**src/common/capture_settings.svh**
```systemverilog
// capture build settings, shared by packages and RTL
// depth must be a power of two, 4096 at most (12 sample address bits)
// status address must have bit 14 set, sample space is bit 14 clear
`ifndef CAPTURE_SETTINGS_SVH
`define CAPTURE_SETTINGS_SVH

// adc sample width in bits
`define CAP_SAMPLE_W 12

// samples per bank, kept small for short simulations
`define CAP_DEPTH 64

// host status / lock register
`define CAP_STATUS_ADDR 16'h4000

`endif
```
**src/common/capture_pkg.sv**
```systemverilog
// types of the capture path: samples, bank indices, sampler states
// index width follows the bank depth from the settings header
`default_nettype none

`include "capture_settings.svh"

package capture_pkg;

    localparam int IDX_W = $clog2(`CAP_DEPTH);

    // one adc conversion result
    typedef logic [`CAP_SAMPLE_W-1:0] sample_t;

    // position inside one bank
    typedef logic [IDX_W-1:0] idx_t;

    typedef enum logic [1:0] {
        ST_IDLE,      // armed, waiting for trigger
        ST_SAMPLING,  // filling the write bank
        ST_SWAP       // bank full, waiting for lock release
    } sampler_state_t;

endpackage

`default_nettype wire

```
**src/common/bus_pkg.sv**
```systemverilog
// host bus widths, register map and the 16-bit readout word
// sample view pads the sample with zeros up to the bus width
`default_nettype none

`include "capture_settings.svh"

package bus_pkg;

    localparam int BUS_AW = 16;
    localparam int BUS_DW = 16;

    localparam logic [BUS_AW-1:0] STATUS_ADDR = `CAP_STATUS_ADDR;
    localparam int REG_SPACE_BIT = 14;  // set for registers, clear for samples

    typedef struct packed {
        logic [BUS_DW-`CAP_SAMPLE_W-1:0] pad;
        capture_pkg::sample_t            value;
    } sample_view_t;

    typedef struct packed {
        logic [BUS_DW-2:0] pad;
        logic              switched;  // a new bank is ready
    } status_view_t;

    // same read word, decoded by the address it came from
    typedef union packed {
        sample_view_t sample;
        status_view_t status;
    } readout_word_u;

endpackage

`default_nettype wire

```
**src/hw/scope_capture_top.sv**
```systemverilog
// triggered double-buffered adc capture with a wishbone readout
// all inputs synchronous to clk, no synchronisers inside
`default_nettype none
`timescale 1ns/1ps

module scope_capture_top (
    input  wire                        clk,
    input  wire                        rst_n,
    input  wire                        adc_clk,
    input  wire capture_pkg::sample_t  adc_data,
    input  wire                        adc_stable,
    input  wire                        comp_in,
    input  wire                        wb_cyc,
    input  wire                        wb_stb,
    input  wire                        wb_we,
    input  wire [bus_pkg::BUS_AW-1:0]  wb_adr,
    input  wire [bus_pkg::BUS_DW-1:0]  wb_dat_w,
    output logic [bus_pkg::BUS_DW-1:0] wb_dat_r,
    output logic                       wb_ack
);
    import capture_pkg::*;

    logic    wr_en;
    idx_t    wr_idx;
    sample_t wr_data;
    logic    bank_sel;
    logic    swap_pulse;
    logic    read_lock;
    idx_t    rd_idx;
    sample_t rd_data;

    sample_writer sample_writer_i (
        .clk        (clk),
        .rst_n      (rst_n),
        .adc_clk    (adc_clk),
        .adc_data   (adc_data),
        .adc_stable (adc_stable),
        .comp_in    (comp_in),
        .read_lock  (read_lock),
        .wr_en      (wr_en),
        .wr_idx     (wr_idx),
        .wr_data    (wr_data),
        .bank_sel   (bank_sel),
        .swap_pulse (swap_pulse)
    );

    pingpong_ram pingpong_ram_i (
        .clk      (clk),
        .wr_en    (wr_en),
        .wr_idx   (wr_idx),
        .wr_data  (wr_data),
        .bank_sel (bank_sel),
        .rd_idx   (rd_idx),
        .rd_data  (rd_data)
    );

    wb_readout wb_readout_i (
        .clk        (clk),
        .rst_n      (rst_n),
        .wb_cyc     (wb_cyc),
        .wb_stb     (wb_stb),
        .wb_we      (wb_we),
        .wb_adr     (wb_adr),
        .wb_dat_w   (wb_dat_w),
        .swap_pulse (swap_pulse),
        .rd_data    (rd_data),
        .wb_dat_r   (wb_dat_r),
        .wb_ack     (wb_ack),
        .rd_idx     (rd_idx),
        .read_lock  (read_lock)
    );

endmodule

`default_nettype wire

```
**src/hw/bus_slave/wb_readout.sv**
```systemverilog
// wishbone classic slave for the capture buffer
// reads ack two clk after the request, writes one clk after
// status: read gives switched flag, write bit 0 sets or drops the lock
// other bit-14 addresses read all ones, writes there are acked and ignored
`default_nettype none
`timescale 1ns/1ps

module wb_readout (
    input  wire                        clk,
    input  wire                        rst_n,
    input  wire                        wb_cyc,
    input  wire                        wb_stb,
    input  wire                        wb_we,
    input  wire [bus_pkg::BUS_AW-1:0]  wb_adr,
    input  wire [bus_pkg::BUS_DW-1:0]  wb_dat_w,
    input  wire                        swap_pulse,
    input  wire capture_pkg::sample_t  rd_data,
    output logic [bus_pkg::BUS_DW-1:0] wb_dat_r,
    output logic                       wb_ack,
    output capture_pkg::idx_t          rd_idx,
    output logic                       read_lock
);
    import capture_pkg::*;
    import bus_pkg::*;

    logic          req;
    logic          busy;  // read waiting on the memory
    logic          hold;  // acked, wait for stb low
    logic          lock_q;
    logic          switched;
    logic          is_status;
    readout_word_u word;

    assign req       = wb_cyc & wb_stb & ~busy & ~hold;
    assign is_status = (wb_adr == STATUS_ADDR);
    assign rd_idx    = wb_adr[IDX_W-1:0];  // high bits dropped, wraps at depth

    always_comb begin
        if (is_status) begin
            word.status = '{pad: '0, switched: switched};
        end else if (wb_adr[REG_SPACE_BIT]) begin
            word = '1;  // unmapped register
        end else begin
            word.sample = '{pad: '0, value: rd_data};
        end
    end

    always_ff @(posedge clk or negedge rst_n) begin
        if (!rst_n) begin
            busy      <= 1'b0;
            hold      <= 1'b0;
            wb_ack    <= 1'b0;
            read_lock <= 1'b0;
        end else begin
            wb_ack <= 1'b0;
            if (!wb_stb) begin
                hold <= 1'b0;
            end
            if (busy) begin
                busy   <= 1'b0;
                wb_ack <= 1'b1;
                hold   <= 1'b1;
            end else if (req) begin
                if (wb_we) begin
                    wb_ack <= 1'b1;
                    hold   <= 1'b1;
                    if (is_status) begin
                        read_lock <= wb_dat_w[0];
                    end
                end else begin
                    busy <= 1'b1;  // memory read in flight
                end
            end
        end
    end

    always_ff @(posedge clk) begin
        if (busy) begin
            wb_dat_r <= word;
        end
    end

    // lock rising edge beats a same-cycle swap
    always_ff @(posedge clk or negedge rst_n) begin
        if (!rst_n) begin
            lock_q   <= 1'b0;
            switched <= 1'b0;
        end else begin
            lock_q <= read_lock;
            if (read_lock && !lock_q) begin
                switched <= 1'b0;
            end else if (swap_pulse) begin
                switched <= 1'b1;
            end
        end
    end

endmodule

`default_nettype wire

```
**src/hw/pingpong/pingpong_ram.sv**
```systemverilog
// two sample banks, one written and the other read by the host
// no reset on the arrays so they can map to block RAM
// read data is registered, valid one clk after rd_idx
`default_nettype none
`timescale 1ns/1ps

`include "capture_settings.svh"

module pingpong_ram (
    input  wire                  clk,
    input  wire                  wr_en,
    input  wire capture_pkg::idx_t    wr_idx,
    input  wire capture_pkg::sample_t wr_data,
    input  wire                  bank_sel,
    input  wire capture_pkg::idx_t    rd_idx,
    output capture_pkg::sample_t rd_data
);
    import capture_pkg::*;

    sample_t bank0 [`CAP_DEPTH];
    sample_t bank1 [`CAP_DEPTH];
    sample_t rd_bank0;
    sample_t rd_bank1;
    logic    rd_sel_q;  // bank_sel at read time

    // write port follows bank_sel
    always_ff @(posedge clk) begin
        if (wr_en && !bank_sel) begin
            bank0[wr_idx] <= wr_data;
        end
    end

    always_ff @(posedge clk) begin
        if (wr_en && bank_sel) begin
            bank1[wr_idx] <= wr_data;
        end
    end

    // both banks read every cycle, the mux picks the idle one
    always_ff @(posedge clk) begin
        rd_bank0 <= bank0[rd_idx];
        rd_bank1 <= bank1[rd_idx];
        rd_sel_q <= bank_sel;
    end

    assign rd_data = rd_sel_q ? rd_bank0 : rd_bank1;  // host sees the other bank

endmodule

`default_nettype wire

```
**src/hw/sampler/sample_writer.sv**
```systemverilog
// trigger and bank fill for the capture path
// adc_clk, adc_data and comp_in must already be synchronous to clk
// adc_data has to stay put for a full adc_clk period
`default_nettype none
`timescale 1ns/1ps

`include "capture_settings.svh"

module sample_writer (
    input  wire                  clk,
    input  wire                  rst_n,
    input  wire                  adc_clk,
    input  wire capture_pkg::sample_t adc_data,
    input  wire                  adc_stable,
    input  wire                  comp_in,
    input  wire                  read_lock,
    output logic                 wr_en,
    output capture_pkg::idx_t    wr_idx,
    output capture_pkg::sample_t wr_data,
    output logic                 bank_sel,
    output logic                 swap_pulse
);
    import capture_pkg::*;

    sampler_state_t state;
    idx_t           idx;
    logic           adc_clk_q;
    logic           adc_edge;   // one clk after adc_clk rose
    logic           comp_q;     // comparator at the previous adc edge
    logic           comp_rise;
    logic           trigger;

    assign comp_rise = adc_edge & comp_in & ~comp_q;
    assign trigger   = (state == ST_IDLE) & comp_rise & adc_stable & ~read_lock;

    // one sample per detected adc edge while the bank fills
    assign wr_en      = (state == ST_SAMPLING) & adc_edge & adc_stable;
    assign wr_idx     = idx;
    assign wr_data    = adc_data;
    assign swap_pulse = (state == ST_SWAP) & ~read_lock;  // host lock stalls the swap

    always_ff @(posedge clk or negedge rst_n) begin
        if (!rst_n) begin
            adc_clk_q <= 1'b0;
            adc_edge  <= 1'b0;
            comp_q    <= 1'b0;
        end else begin
            adc_clk_q <= adc_clk;
            adc_edge  <= adc_clk & ~adc_clk_q;
            if (adc_edge) begin
                comp_q <= comp_in;  // comparator only tracked at adc rate
            end
        end
    end

    always_ff @(posedge clk or negedge rst_n) begin
        if (!rst_n) begin
            state    <= ST_IDLE;
            idx      <= '0;
            bank_sel <= 1'b0;
        end else begin
            case (state)
                ST_IDLE: begin
                    if (trigger) begin
                        state <= ST_SAMPLING;
                        idx   <= '0;
                    end
                end
                ST_SAMPLING: begin
                    if (!adc_stable) begin
                        state <= ST_IDLE;  // abort, bank stays the write bank
                    end else if (wr_en) begin
                        idx <= idx + 1'b1;
                        if (idx == idx_t'(`CAP_DEPTH - 1)) begin
                            state <= ST_SWAP;
                        end
                    end
                end
                ST_SWAP: begin
                    if (swap_pulse) begin
                        bank_sel <= ~bank_sel;
                        state    <= ST_IDLE;
                    end
                end
                default: state <= ST_IDLE;
            endcase
        end
    end

endmodule

`default_nettype wire

```
**config.mk**
```make
export PLATFORM = sky130hd
export DESIGN_NAME = scope_capture_top
export DESIGN_NICKNAME = d
export VERILOG_FILES = /design/src/common/capture_pkg.sv /design/src/common/bus_pkg.sv /design/src/hw/scope_capture_top.sv /design/src/hw/bus_slave/wb_readout.sv /design/src/hw/pingpong/pingpong_ram.sv /design/src/hw/sampler/sample_writer.sv
export VERILOG_INCLUDE_DIRS = /design/src /design/src/common
export SDC_FILE = /design/constraint.sdc
export NUM_CORES = 1
export LEC_CHECK = 0
export BUFFER_PORTS_ARGS = -buffer_cell sky130_fd_sc_hd__buf_2
export CAP_MARGIN = 20
export CELL_PAD_IN_SITES_DETAIL_PLACEMENT = 0
export CELL_PAD_IN_SITES_GLOBAL_PLACEMENT = 1
export CORE_AREA = 2 2 353 355
export DETAILED_ROUTE_END_ITERATION = 16
export DIE_AREA = 0 0 355 357
export PLACE_DENSITY_LB_ADDON = 0.1
export RECOVER_POWER = 100
export SLEW_MARGIN = 10
export SYNTH_ARGS = -nofsm -noshare
export SYNTH_HDL_FRONTEND = slang
export SYNTH_HIERARCHICAL = 1
export SYNTH_SLANG_ARGS = --single-unit
export TNS_END_PERCENT = 5
```
**constraint.sdc**
```tcl
create_clock -name clk -period 2.7 [get_ports clk]
set_clock_uncertainty 0.05 [all_clocks]
set_input_delay 0 -clock clk [delete_from_list [all_inputs] [get_ports clk]]
set_output_delay 0 -clock clk [all_outputs]
set_load 0.02 [all_outputs]
```
==> results <==
- The via count of the first global-routing pass came to 30370.
- Yosys printed 6 warnings.
- The detailed router finished its first iteration with 3153 violations.
- The transition at the pin with the smallest max-transition slack is 2.629 ns.
- Setup repair after global routing left no endpoint under its margin.
- By count the netlist is led by sky130_fd_sc_hd__edfxtp_1 (1549), sky130_fd_sc_hd__mux4_2 (384), sky130_fd_sc_hd__nor2_1 (154), sky130_fd_sc_hd__a22oi_1 (67), sky130_fd_sc_hd__clkbuf_1 (67).
- For the final routed database, the setup TNS stands at 0 ns.
- The count of endpoints failing setup in the final report is 0.
- The area share of the largest cell type after synthesis is 76.00%.
- At the end of the flow, the number of nets in the layout was 3242.
- Once detail routing completed, the nets flagged for antenna violations numbered 0.
- sky130_fd_sc_hd__edfxtp_1 is the most common cell in the netlist.
- The finished layout cell area is 70620 µm².
- The number of vias after detailed routing is 29710.
- Ranked by total cell area, the synthesized netlist is headed by sky130_fd_sc_hd__edfxtp_1 (76%), sky130_fd_sc_hd__mux4_2 (14%), sky130_fd_sc_hd__mux2_2 (0.96%), sky130_fd_sc_hd__nor2_1 (0.94%), sky130_fd_sc_hd__a22oi_1 (0.82%).
- The fmax is 393.3 MHz.
- The final reports fail on max-capacitance violations, max-slew violations.
- The number of vias per cell is 5.979.
- Clock-pin slew was measured on the worst setup and hold paths at 0.06 ns.
- The share of the clock period used by the worst path is 94.18%.
- The required time reported for the critical path endpoint is 3.14 ns.
- The fraction of layout cells with a size suffix above 1 is 29.86%.
- In the routed design, unresolved DRC markers number 0.
- Across the run, the number of max-cap violations was 8.
- For this run the aggregate overflow at the end of global routing stands at 0.
- The worst setup path is captured at a flop.
- The initial antenna violation count is 6.
- Once the floorplan was initialized, standard cells occupied 49.77% of the core.
- After synthesis the cells add up to 61210 µm².
- In this run the horizontal extent of the chip is 355 µm.
- Along the worst path, the maximum fanout reaches 11.
- The standard cell area after detailed placement is 65460 µm².
- The first global-routing pass estimated 215200 µm of wire.
- The post-CTS setup repair buffer count is 0.
- Detailed placement ended at an HPWL of 92650 µm.
- The clock latency at the later pin of the worst-skew pair is 0.79 ns.
- The fraction of the yosys area taken by sequential cells is 77.55%.
- The startpoint kind of the worst setup timing path is a flop.
- The first-pass iteration count of the detailed router is 6.
- The post-synthesis to final-layout area growth is 15.38%.
- TritonCTS built the clock tree.
- Pin placement for this block handled 69 I/O pins.
- The headroom to the max-slew limit is -75.26%.
- In this run the mean area of a mapped cell was 21.93 µm².
- The number of enable flip-flop cells after synthesis is 1549.
- The worst setup path is of the reg -> reg kind.
- The flow ran to the end, but the final reports show violations.
- The area of the die is 126700 µm².
- In this run the deepest clock path goes through 3 buffers.
- The CTS sink count is 1592.
- The vertical extent of the die is 357 µm.
- sky130_fd_sc_hd__edfxtp_1 takes more of the synthesized area than any other cell.
- The number of different library cells used by synthesis comes to 58.
- In the global route stage, overall resource usage came out at 23.98%.
- The tree is rooted in a sky130_fd_sc_hd__clkbuf_16.
- The number of instances in the synthesized netlist is 2791.
- The most used flip-flop cell after synthesis is sky130_fd_sc_hd__edfxtp_1.
- The clock period minus worst slack is 2.543 ns.
- The number of nets in the synthesized netlist is 2844.
- The async set or reset register ratio after synthesis is 1.131%.
- The kind of path behind the tightest hold check is in -> reg.
- The number of endpoints with negative hold slack in the final report was 0.
- During placement, the flow inserted port buffers numbering 53.
- The total leakage power is 22.66 nW.
- The total wirelength of the detailed-routed design is 149600 µm.
- The power per standard cell area is 736.2 nW/µm².
- Counting the buffers created by CTS gives 162.
- The number of slew-limit violations in the final report is 484.
- In this run, synthesis produced a sequential element count of 1592.
- The largest voltage drop on the vdd net is 0.6482 mV.
- The core box area is 123000 µm².
- The H-tree was split into 4 levels.
- At the end of routability-driven placement, the weighted congestion stood at 0.8291.
- Entering global routing, the biggest net connects 129 pins.
- The data arrival time of the critical path is 2.98 ns.
- The average detailed-routed wire length per instance is 30.11 µm.
- After floorplanning, the core was divided into 129 placement rows.
==> layout by cell type, fill, tap and decap left out, types with 8 or more instances in the layout <==
cell type	n
sky130_fd_sc_hd__nand3_1	54
sky130_fd_sc_hd__clkinv_1	35
sky130_fd_sc_hd__a211oi_1	14
sky130_fd_sc_hd__nor2_1	153
sky130_fd_sc_hd__o22ai_1	25
sky130_fd_sc_hd__clkinv_2	31
sky130_fd_sc_hd__mux2_2	51
sky130_fd_sc_hd__o221ai_1	11
sky130_fd_sc_hd__a22oi_1	67
sky130_fd_sc_hd__clkbuf_1	94
sky130_fd_sc_hd__clkbuf_16	162
sky130_fd_sc_hd__dfxtp_1	25
sky130_fd_sc_hd__buf_12	30
sky130_fd_sc_hd__dlygate4sd3_1	36
sky130_fd_sc_hd__bufinv_16	14
sky130_fd_sc_hd__clkbuf_2	116
sky130_fd_sc_hd__o21ai_0	19
sky130_fd_sc_hd__or3_1	8
sky130_fd_sc_hd__edfxtp_1	1549
sky130_fd_sc_hd__mux4_2	384
sky130_fd_sc_hd__buf_4	139
sky130_fd_sc_hd__nor2b_1	19
sky130_fd_sc_hd__a21oi_1	24
sky130_fd_sc_hd__dfrtp_1	18
sky130_fd_sc_hd__buf_2	21
sky130_fd_sc_hd__nand2_1	37
sky130_fd_sc_hd__inv_1	15
sky130_fd_sc_hd__o21a_1	11
sky130_fd_sc_hd__mux2i_1	43
==> cells by family after synthesis <==
kind of cell	synth area share, %
flip-flops	77.55
multiplexers	15.81
AND/OR/NAND/NOR	2.514
AO/OA/AOI/OAI	2.400
buffers and inverters	1.695
XOR/XNOR	0.01431
adder cells (fa/ha/maj)	0.02044
==> layer usage <==
layer / up-vias / track usage [%] / routed length [µm]
li1: 12540 / - / -
met1: 16020 / 34.43 / 64410
met2: 950 / 37.59 / 71650
met3: 205 / 4.985 / 9928
met4: 2 / 7.034 / 3638
met5: - / 0 / 7
==> state kept, by name (all words and copies together), names as in the netlist <==
| name | flops |
|---|---|
| wb_readout_i/read_lock | 1 |
| sample_writer_i/adc_clk_q | 1 |
| pingpong_ram_i/rd_bank1 | 12 |
| wb_readout_i/busy | 1 |
| wb_readout_i/hold | 1 |
| wb_readout_i/wb_ack | 1 |
| pingpong_ram_i/bank1 | 768 |
| wb_readout_i/wb_dat_r | 13 |
| sample_writer_i/wr_idx | 6 |
| wb_readout_i/switched | 1 |
| sample_writer_i/comp_q | 1 |
| wb_readout_i/lock_q | 1 |
| pingpong_ram_i/rd_sel_q | 1 |
| sample_writer_i/bank_sel | 1 |
| pingpong_ram_i/bank0 | 768 |
| sample_writer_i/adc_edge | 1 |
| sample_writer_i/state | 2 |
| pingpong_ram_i/rd_bank0 | 12 |
==> path summary, 6_finish.rpt <==
kind | from | endpoint | slack [ns] | cells past startpoint
worst max-delay path | sample_writer_i/state[1] | pingpong_ram_i/bank1[42][10] | 0.16 | 7
worst min-delay path | adc_clk | sample_writer_i/adc_edge | 0.10 | 3
worst max register to register | sample_writer_i/state[1] | pingpong_ram_i/bank1[42][10] | 0.16 | 7
worst min register to register | sample_writer_i/bank_sel | pingpong_ram_i/rd_sel_q | 0.42 | 0
max in group asynchronous | rst_n | sample_writer_i/wr_idx[5] | 1.29 | 4
min in group asynchronous | rst_n | sample_writer_i/adc_clk_q | 0.11 | 3
==> layout make-up <==
class                           instances  area, µm²
Tap cell                             1637       2048
Clock inverter                         97       1065
Sequential cell                      1592      47470
Antenna cell                            3      7.507
Multi-Input combinational cell       1012      12710
Fill cell                            9180      52370
Clock buffer                          207       4283
Inverter                               15      56.30
Timing Repair Buffer                  406       2987
==> worst max-delay path: stages, from the launching register on <==
cell	delay, ns
sky130_fd_sc_hd__dfrtp_1	0.41
sky130_fd_sc_hd__nand4b_1	0.23
sky130_fd_sc_hd__inv_1	0.13
sky130_fd_sc_hd__and2_1	0.29
sky130_fd_sc_hd__nand3_1	0.12
sky130_fd_sc_hd__clkbuf_1	0.45
sky130_fd_sc_hd__nor2_1	0.30
sky130_fd_sc_hd__buf_4	0.26
==> report_power, final <==
part | total (W) | switching [W] | internal, W
Sequential | 0.0273 | 0.0000873 | 0.0272
Clock | 0.0222 | 0.00946 | 0.0127
Combinational | 0.00254 | 0.00154 | 0.00100
==> through the flow <==
step / cells / setup slack [ns] / util [%] / hold slack, ns / power [W]
floorplan: 2791 / 0.2560 / - / -0.3456 / 0.02921
global placement: 4625 / 0.1517 / 53.22 / -0.07828 / 0.03029
detailed placement: 4625 / 0.1303 / 53.22 / -0.06549 / 0.03034
CTS: 4965 / 0.3274 / 57.86 / 0.03273 / 0.05246
global route: 4966 / 0.08231 / 57.41 / 0.08875 / 0.05356
finish: 4969 / 0.1572 / 57.42 / 0.1018 / 0.05199
==> what timing repair did <==
action / CTS / global route
hold buffers: 36 / 0
gates resized for setup: 0 / 0
endpoints found under the hold margin: 1232 / 0
endpoints found under the setup margin: 0 / 0
Note: power is estimated with default switching activity, not from simulation.
